===== config.mk =====
export PLATFORM = sky130hd
export DESIGN_NAME = axi_read_xbar
export DESIGN_NICKNAME = d
export VERILOG_FILES = /design/src/source/axi_read_pkg.sv /design/src/source/axi_hold_stage.sv /design/src/source/ar_arbiter.sv /design/src/source/r_router.sv /design/src/source/axi_read_xbar.sv
export VERILOG_INCLUDE_DIRS = /design/src /design/src/source
export SDC_FILE = /design/constraint.sdc
export NUM_CORES = 1
export LEC_CHECK = 0
export BUFFER_PORTS_ARGS = -buffer_cell sky130_fd_sc_hd__buf_2
export CORE_MARGIN = 10
export CORE_UTILIZATION = 43
export DETAILED_ROUTE_END_ITERATION = 10
export PLACE_DENSITY_LB_ADDON = 0.1
export REMOVE_ABC_BUFFERS = 1
export SKIP_LAST_GASP = 1
export SYNTH_ARGS = -nofsm -noshare
export SYNTH_HDL_FRONTEND = slang
export SYNTH_HIERARCHICAL = 1
export SYNTH_SLANG_ARGS = --single-unit

===== constraint.sdc =====
create_clock -name ACLK -period 1.9 [get_ports ACLK]
set_input_delay 0.095 -clock ACLK [delete_from_list [all_inputs] [get_ports ACLK]]
set_output_delay 0.095 -clock ACLK [all_outputs]
set_load 0.01 [all_outputs]

===== src/source/axi_params.svh =====
`ifndef AXI_PARAMS_SVH
`define AXI_PARAMS_SVH

// Master-side and slave-side ID widths
`define AXI_ID_BITS 4
`define AXI_IDS_BITS 8

`define AXI_ADDR_BITS 32
`define AXI_DATA_BITS 32

// Burst control fields
`define AXI_LEN_BITS 4
`define AXI_SIZE_BITS 3

// Address bit that picks slave 1 when set
`define AXI_SLAVE_SEL_BIT 16

`endif


===== src/source/axi_read_pkg.sv =====
`include "axi_params.svh"

package axi_read_pkg;

	// Read request as issued by a master
	typedef struct packed {
		logic [`AXI_ID_BITS-1:0] id;
		logic [`AXI_ADDR_BITS-1:0] addr;
		logic [`AXI_LEN_BITS-1:0] len;
		logic [`AXI_SIZE_BITS-1:0] size;
		logic [1:0] burst;
	} ar_m_t;

	// Request on the slave side, master ID in the top nibble, master index in bit 0
	typedef struct packed {
		logic [`AXI_IDS_BITS-1:0] id;
		logic [`AXI_ADDR_BITS-1:0] addr;
		logic [`AXI_LEN_BITS-1:0] len;
		logic [`AXI_SIZE_BITS-1:0] size;
		logic [1:0] burst;
	} ar_s_t;

	// Read beat from a slave
	typedef struct packed {
		logic [`AXI_IDS_BITS-1:0] id;
		logic [`AXI_DATA_BITS-1:0] data;
		logic [1:0] resp;
		logic last;
	} r_s_t;

	// Read beat towards a master
	typedef struct packed {
		logic [`AXI_ID_BITS-1:0] id;
		logic [`AXI_DATA_BITS-1:0] data;
		logic [1:0] resp;
		logic last;
	} r_m_t;

endpackage


===== src/source/axi_hold_stage.sv =====
`timescale 1ns/1ps
`include "axi_params.svh"

module axi_hold_stage import axi_read_pkg::*; #(
	parameter type payload_t = ar_m_t
) (
	input logic ACLK,
	input logic ARESETn,
	input payload_t in_data,
	input logic in_valid,
	output logic in_ready,
	output payload_t out_data,
	output logic out_valid,
	input logic out_ready
);

	logic full;
	payload_t data_q;

	// Room when empty or when the held item leaves this cycle
	assign in_ready = !full || out_ready;

	assign out_valid = full;
	assign out_data = data_q;

	always_ff @(posedge ACLK or negedge ARESETn) begin
		if (!ARESETn) begin
			full <= 1'b0;
		end else if (in_ready) begin
			full <= in_valid;
		end
	end

	// Payload register, loaded on every accepted item
	always_ff @(posedge ACLK) begin
		if (in_valid && in_ready) begin
			data_q <= in_data;
		end
	end

	// A stalled item must not change before it is taken
	property p_hold_stable;
		@(posedge ACLK) disable iff (!ARESETn)
		out_valid && !out_ready |=> out_valid && $stable(out_data);
	endproperty

	a_hold_stable: assert property (p_hold_stable)
		else $error("hold stage output changed while stalled");

endmodule


===== src/source/ar_arbiter.sv =====
`timescale 1ns/1ps
`include "axi_params.svh"

module ar_arbiter import axi_read_pkg::*; (
	input logic ACLK,
	input logic ARESETn,
	input ar_m_t m0_ar,
	input ar_m_t m1_ar,
	input logic m0_valid,
	input logic m1_valid,
	output logic m0_ready,
	output logic m1_ready,
	output ar_s_t s_ar,
	output logic s0_arvalid,
	output logic s1_arvalid,
	input logic s0_arready,
	input logic s1_arready,
	output logic r_slave,
	input logic r_done
);

	logic busy;
	logic locked;
	logic lock_m;
	logic grant;
	logic req_valid;
	logic slave;
	logic slave_ready;
	logic handshake;
	ar_m_t sel_ar;

	// M0 wins a tie unless M1 already holds the lock
	assign grant = locked ? lock_m : !m0_valid;
	assign sel_ar = grant ? m1_ar : m0_ar;
	assign req_valid = !busy && (grant ? m1_valid : m0_valid);

	// Slave decode from the select bit
	assign slave = sel_ar.addr[`AXI_SLAVE_SEL_BIT];

	always_comb begin
		s_ar.id = {sel_ar.id, {(`AXI_IDS_BITS-`AXI_ID_BITS-1){1'b0}}, grant};
		s_ar.addr = sel_ar.addr;
		s_ar.len = sel_ar.len;
		s_ar.size = sel_ar.size;
		s_ar.burst = sel_ar.burst;
	end

	assign s0_arvalid = req_valid && !slave;
	assign s1_arvalid = req_valid && slave;

	assign slave_ready = slave ? s1_arready : s0_arready;
	assign handshake = req_valid && slave_ready;

	// Ready goes back only to the granted master
	assign m0_ready = !busy && !grant && slave_ready;
	assign m1_ready = !busy && grant && slave_ready;

	// Lock holds the grant while the chosen slave stalls
	always_ff @(posedge ACLK or negedge ARESETn) begin
		if (!ARESETn) begin
			locked <= 1'b0;
			lock_m <= 1'b0;
		end else if (handshake) begin
			locked <= 1'b0;
		end else if (req_valid && !locked) begin
			locked <= 1'b1;
			lock_m <= grant;
		end
	end

	// Burst tracking until the router reports the last beat
	always_ff @(posedge ACLK or negedge ARESETn) begin
		if (!ARESETn) begin
			busy <= 1'b0;
			r_slave <= 1'b0;
		end else if (handshake) begin
			busy <= 1'b1;
			r_slave <= slave;
		end else if (r_done) begin
			busy <= 1'b0;
		end
	end

	// Burst end only while a burst is open
	a_done_busy: assert property (@(posedge ACLK) disable iff (!ARESETn) r_done |-> busy)
		else $error("r_done seen with no open burst");

	a_one_slave: assert property (
		@(posedge ACLK) disable iff (!ARESETn) $onehot0({s0_arvalid, s1_arvalid})
	) else $error("both slave ARVALIDs high");

endmodule


===== src/source/r_router.sv =====
`timescale 1ns/1ps
`include "axi_params.svh"

module r_router import axi_read_pkg::*; (
	input r_s_t s0_r,
	input r_s_t s1_r,
	input logic s0_valid,
	input logic s1_valid,
	output logic s0_ready,
	output logic s1_ready,
	output r_m_t m_r,
	output logic m0_rvalid,
	output logic m1_rvalid,
	input logic m0_rready,
	input logic m1_rready,
	input logic r_slave,
	output logic r_done
);

	r_s_t sel_r;
	logic sel_valid;
	logic dest;
	logic dest_ready;

	// Only the slave of the open burst is looked at
	assign sel_r = r_slave ? s1_r : s0_r;
	assign sel_valid = r_slave ? s1_valid : s0_valid;

	// Master index sits in ID bit 0
	assign dest = sel_r.id[0];

	always_comb begin
		m_r.id = sel_r.id[`AXI_IDS_BITS-1 -: `AXI_ID_BITS];
		m_r.data = sel_r.data;
		m_r.resp = sel_r.resp;
		m_r.last = sel_r.last;
	end

	assign m0_rvalid = sel_valid && !dest;
	assign m1_rvalid = sel_valid && dest;

	assign dest_ready = dest ? m1_rready : m0_rready;

	// Back-pressure from the addressed master only
	assign s0_ready = !r_slave && dest_ready;
	assign s1_ready = r_slave && dest_ready;

	// Last beat handed over
	assign r_done = sel_valid && dest_ready && sel_r.last;

	always_comb begin
		a_one_master: assert final ($onehot0({m0_rvalid, m1_rvalid}))
			else $error("both master RVALIDs high");
	end

endmodule


===== src/source/axi_read_xbar.sv =====
`timescale 1ns/1ps
`include "axi_params.svh"

module axi_read_xbar import axi_read_pkg::*; (
	input logic ACLK,
	input logic ARESETn,

	// Master 0
	input ar_m_t m0_ar,
	input logic m0_arvalid,
	output logic m0_arready,
	output logic m0_rvalid,
	input logic m0_rready,

	// Master 1
	input ar_m_t m1_ar,
	input logic m1_arvalid,
	output logic m1_arready,
	output logic m1_rvalid,
	input logic m1_rready,

	// Shared read beat to both masters
	output r_m_t m_r,

	// Shared request to both slaves
	output ar_s_t s_ar,
	output logic s0_arvalid,
	input logic s0_arready,
	output logic s1_arvalid,
	input logic s1_arready,

	// Slave read data
	input r_s_t s0_r,
	input logic s0_rvalid,
	output logic s0_rready,
	input r_s_t s1_r,
	input logic s1_rvalid,
	output logic s1_rready
);

	ar_m_t m0_ar_q;
	ar_m_t m1_ar_q;
	logic m0_ar_valid;
	logic m1_ar_valid;
	logic m0_ar_ready;
	logic m1_ar_ready;
	r_s_t s0_r_q;
	r_s_t s1_r_q;
	logic s0_r_valid;
	logic s1_r_valid;
	logic s0_r_ready;
	logic s1_r_ready;
	logic r_slave;
	logic r_done;

	// Request slices
	axi_hold_stage #(.payload_t(ar_m_t)) u_m0_ar_slice (
		.ACLK(ACLK), .ARESETn(ARESETn),
		.in_data(m0_ar), .in_valid(m0_arvalid), .in_ready(m0_arready),
		.out_data(m0_ar_q), .out_valid(m0_ar_valid), .out_ready(m0_ar_ready)
	);

	axi_hold_stage #(.payload_t(ar_m_t)) u_m1_ar_slice (
		.ACLK(ACLK), .ARESETn(ARESETn),
		.in_data(m1_ar), .in_valid(m1_arvalid), .in_ready(m1_arready),
		.out_data(m1_ar_q), .out_valid(m1_ar_valid), .out_ready(m1_ar_ready)
	);

	// Read data slices
	axi_hold_stage #(.payload_t(r_s_t)) u_s0_r_slice (
		.ACLK(ACLK), .ARESETn(ARESETn),
		.in_data(s0_r), .in_valid(s0_rvalid), .in_ready(s0_rready),
		.out_data(s0_r_q), .out_valid(s0_r_valid), .out_ready(s0_r_ready)
	);

	axi_hold_stage #(.payload_t(r_s_t)) u_s1_r_slice (
		.ACLK(ACLK), .ARESETn(ARESETn),
		.in_data(s1_r), .in_valid(s1_rvalid), .in_ready(s1_rready),
		.out_data(s1_r_q), .out_valid(s1_r_valid), .out_ready(s1_r_ready)
	);

	ar_arbiter u_arbiter (
		.ACLK(ACLK), .ARESETn(ARESETn),
		.m0_ar(m0_ar_q), .m1_ar(m1_ar_q),
		.m0_valid(m0_ar_valid), .m1_valid(m1_ar_valid),
		.m0_ready(m0_ar_ready), .m1_ready(m1_ar_ready),
		.s_ar(s_ar), .s0_arvalid(s0_arvalid), .s1_arvalid(s1_arvalid),
		.s0_arready(s0_arready), .s1_arready(s1_arready),
		.r_slave(r_slave), .r_done(r_done)
	);

	r_router u_router (
		.s0_r(s0_r_q), .s1_r(s1_r_q),
		.s0_valid(s0_r_valid), .s1_valid(s1_r_valid),
		.s0_ready(s0_r_ready), .s1_ready(s1_r_ready),
		.m_r(m_r), .m0_rvalid(m0_rvalid), .m1_rvalid(m1_rvalid),
		.m0_rready(m0_rready), .m1_rready(m1_rready),
		.r_slave(r_slave), .r_done(r_done)
	);

endmodule


After elaboration in Yosys (flattened, before gate mapping) --
Cells that the tools add are included.
Storage, ports and cells: input bits 186, bits in registers 184, logic and storage cells 74
Cells by class: reductions and logical operators 36, multiplexer cells 11, bitwise gates (word level) 1
Operator list (number):
- 45-bit two-way mux | 1
- 43-bit two-way mux | 1
- 1-bit logical AND | 19
- 1-bit logical NOT | 10
- 1-bit two-way mux | 9
- 1-bit logical OR | 4
- 2-bit nonzero test | 2
- 2-bit AND reduction | 1
- 1-bit NOT | 1

Longest topological paths before layout --
depth after elaboration 7, gate-level depth with buffers 7, mapped depth without buffers 6

By module --
The synthesis kept the hierarchy.
Modules (own cells, without submodules):
- axi_hold_stage (u_m0_ar_slice ...) | cells each 49, times used 2, area each 1405.1 µm²
- axi_hold_stage (u_s0_r_slice ...) | cells each 47, times used 2, area each 1345.0 µm²
- ar_arbiter | cells each 178, times used 1, area each 869.6 µm²
- r_router | cells each 56, times used 1, area each 545.5 µm²

Worst setup path after synthesis --
OpenSTA, ideal clock, no wires.
path kind register -> register, start reg u_arbiter.lock_m, end reg u_m0_ar_slice.data_q, in the netlist u_m0_ar_slice/out_data[0] (enable), slack -0.100 ns, path buffers 1, cell stages (with the launch flop) 8, period minus slack after synthesis 2.000 ns, data arrival time 1.639 ns, setup time 0.361 ns, data required time 1.539 ns, path through dfrtp_1 nand2b_2 nand2_4 inv_2 buf_4 nor3_1 nand2b_4 and2_4
On the way: longest elaborated chain between the ends 6, elaborated cells between the ends (all ways) 8
RTL lines:
- start, declared | line ar_arbiter.sv:24 | logic lock_m;
- start signal, assigned | line ar_arbiter.sv:67 | lock_m <= grant;
- 1-bit two-way mux * | line ar_arbiter.sv:33 | assign grant = locked ? lock_m : !m0_valid;
- 45-bit two-way mux or 1-bit logical NOT (tied branches) | line ar_arbiter.sv:34, ar_arbiter.sv:55
- 1-bit two-way mux or 1-bit logical AND (tied branches) | line ar_arbiter.sv:51, ar_arbiter.sv:55
- 1-bit logical AND * | line ar_arbiter.sv:55 | assign m0_ready = !busy && !grant && slave_ready;
- named net m0_ar_ready | line axi_read_xbar.sv:45 | logic m0_ar_ready;
- 1-bit logical OR * | line axi_hold_stage.sv:21 | assign in_ready = !full || out_ready;
- named net m0_arready | line axi_read_xbar.sv:11 | output logic m0_arready,
- 1-bit logical AND * | line axi_hold_stage.sv:36 | if (in_valid && in_ready) begin
- end signal, assigned | line axi_hold_stage.sv:37 | data_q <= in_data;
- end, declared | line axi_hold_stage.sv:18 | payload_t data_q;
Mark *: on every way through the listed nets, which the timed path passes. The rest lies on a longest branch. A chain may end at the register's enable or synchronous reset.

Final worst setup path --
start reg u_arbiter.locked, end out s1_arvalid
On the way: longest elaborated chain between the ends 4, elaborated cells between the ends (all ways) 5
RTL lines:
- start, declared | line ar_arbiter.sv:23 | logic locked;
- start signal, assigned | line ar_arbiter.sv:61 | locked <= 1'b0;
- start signal, assigned | line ar_arbiter.sv:64 | locked <= 1'b0;
- start signal, assigned | line ar_arbiter.sv:66 | locked <= 1'b1;
- 1-bit two-way mux * | line ar_arbiter.sv:33
- 1-bit two-way mux | line ar_arbiter.sv:35 | assign req_valid = !busy && (grant ? m1_valid : m0_valid);
- 1-bit logical AND | line ar_arbiter.sv:35
- 1-bit logical AND * | line ar_arbiter.sv:49 | assign s1_arvalid = req_valid && slave;
- end, declared | line axi_read_xbar.sv:29 | output logic s1_arvalid,
Every way passes the cells marked *; elsewhere a longest branch is shown, timed or not.

==> key figures <==
Logic synthesis
  – Ys Warns: 6
  – Mean area per synthesized cell: 16.0 um2
  – Post-Syn Instances: 420
  – Mapped cell area: 6740 um2

STA
  – RSZ-0062 raised after global routing: yes
  – Final setup violation count: 0
  – Fmax: 0.538 GHz
  – Final worst setup slack: 0.0421 ns
  – Final worst path period share: 97.8%
  – Fin crit period: 1.86 ns
  – Skew final: 0.00869 ns
  – Max Slew Vio Count: 0
  – Final Hold Vio Count: 0

Critical path
  – Worst path arrival time: 1.76 ns
  – Slowest cell on crit path: dfrtp_2
  – CP Launch Type: flop
  – WS Path Type: reg2out
  – R2R setup slack: 0.15 ns
  – Critical-path cell list: nand2b_4 -> nand2_4 -> inv_4 -> mux2_4 -> and2_4 -> buf_6
  – Critical path's top delay family: flip-flops
  – WP buf/inv: 2
  – CP endpoint kind: output pin
  – Max Fanout on Critical Path: 7
  – CP max stage delay: 0.45 ns
  – Worst Path Required: 1.80 ns

Flow run
  – Max Cap Viol: 0

CTS
  – Cts bufs inserted: 17
  – CTS Buffer Depth: 2
  – Worst skew pair latency: 0.42 ns
  – CTS tree: yes
  – # H-tree levels: 4
  – Root Buffer: clkbuf_16
  – Num Clock Sinks: 178
  – Clock transition at the registers of the reported paths: 0.07 ns

Global route
  – Total GRT Usage: 19.2%
  – Overflow after GRT: 0
  – Antenna violations before repair: 3
  – Number of global-route vias before repair: 5863
  – First-pass GRT wire length: 31.8 mm
  – Largest net degree at the start of global routing: 46

Placed design
  – Post-DP HPWL: 13.2 mm
  – IO buf count: 272
  – Routability Congestion: 0.816
  – Pre-CTS WS: 0.0152 ns
  – Cell Area, Placed: 8440 um2

Floorplanning
  – Num rows: 45
  – Die ar.: 21100 um2
  – DIE WIDTH: 145 um
  – Die span in y: 145 um
  – Initial Util: 44.1%
  – I/O pins: 282
  – Core Area: 15300 um2

Route
  – Final ANT Viol Nets: 0
  – Routed length per placed instance: 18.5 um
  – Final wirelength: 20.7 mm
  – DR DRC count: 0
  – Vias per inst: 4.63
  – Drt first pass iters: 4
  – Vias: 5190
  – DR iter-0 viols: 226

Final layout
  – Synthesis-to-layout area growth: 62.6%
  – Register Area: 5310 um2
  – Multi-input logic area: 1350 um2
  – Finished Cell Area: 11000 um2
  – Fin nets: 1079
  – Fill count: 982
  – Share of cells above drive strength 1: 42.3%
  – Most common cell after layout, fill and taps aside: buf_2
  – Most frequent cells in the layout: 270 x buf_2, 176 x dlygate4sd3_1, 170 x edfxtp_1

Power and ir drop
  – Leak: 4.63 nW
  – Tot Pwr: 14.3 mW
  – Worst VDD drop: 0.768 mV
  – PwrDens: 1310 nW/um2

Outcome
  – Run status: complete, no violations

Hold path
  – Hold crit path type: in2async
cell type report:
cell class                 instances  share of cell area, %
antenna                            3                 0.0686
clock buffer                      17                   3.88
clock inverter                    15                   1.66
inverter                           6                  0.229
multi-input combinational        222                   12.3
sequential                       178                   48.5
tap                              211                   2.41
timing repair buffer             468                   31.0
per-layer routing:
metal / share of wire [%] / GRT usage, % / up-vias
li1: - / - / 2455
met1: 42 / 22.9 / 2480
met2: 49 / 31.4 / 228
met3: 6.7 / 6.46 / 27
met4: 2.0 / 7.74 / 0
met5: 0 / 0 / -
flip-flops by register name, summed over array words and instances, names as in the netlist, 40 cells and up:
register and flops:
u_s1_r_slice/out_data 40, u_m0_ar_slice/out_data 45, u_s0_r_slice/out_data 40, u_m1_ar_slice/out_data 45
power by group:
part / internal, mW / leakage [nW] / switching, mW
clock network: 2.08 / 0.290 / 1.46
registers: 5.11 / 1.65 / 0.211
logic: 2.39 / 2.69 / 3.05
metrics by stage:
step                setup TNS, ns  instances  utilization, %  hold WS [ns]
floorplan                  -84.87        404               -        -0.201
global placement                0        904            55.3       -0.0369
detailed placement              0        904            55.3       -0.0364
CTS                      -0.00803       1114            71.2        0.0395
global route               -0.112       1120            71.8        0.0790
finish                          0       1120            71.8        0.0862
final timing paths:
path,startpoint,end,cells after the start
min,ARESETn,u_m1_ar_slice/out_valid$_DFFE_PN0P_,2
min in group ACLK,m1_rready,u_s0_r_slice/out_valid$_DFFE_PN0P_,5
max in group asynchronous,ARESETn,u_arbiter/r_slave$_DFFE_PN0P_,2
max reg2reg,u_arbiter/locked$_DFFE_PN0P_,u_m0_ar_slice/out_data[8]$_DFFE_PP_,7
max,u_arbiter/locked$_DFFE_PN0P_,s1_arvalid,6
min reg2reg,u_s0_r_slice/out_valid$_DFFE_PN0P_,u_s0_r_slice/out_valid$_DFFE_PN0P_,2
what timing repair did:
| item | 4_1_cts | 5_1_grt |
|---|---|---|
| cloned | 1 | 2 |
| setup endpoints to repair | 101 | 98 |
| pin swaps | 1 | 2 |
| hold buffers | 176 | 0 |
| buffers inserted | 1 | 1 |
| gates resized for setup | 8 | 13 |
| hold endpoints to repair | 183 | 0 |
No activity file was read; power rests on OpenSTA's default activity.
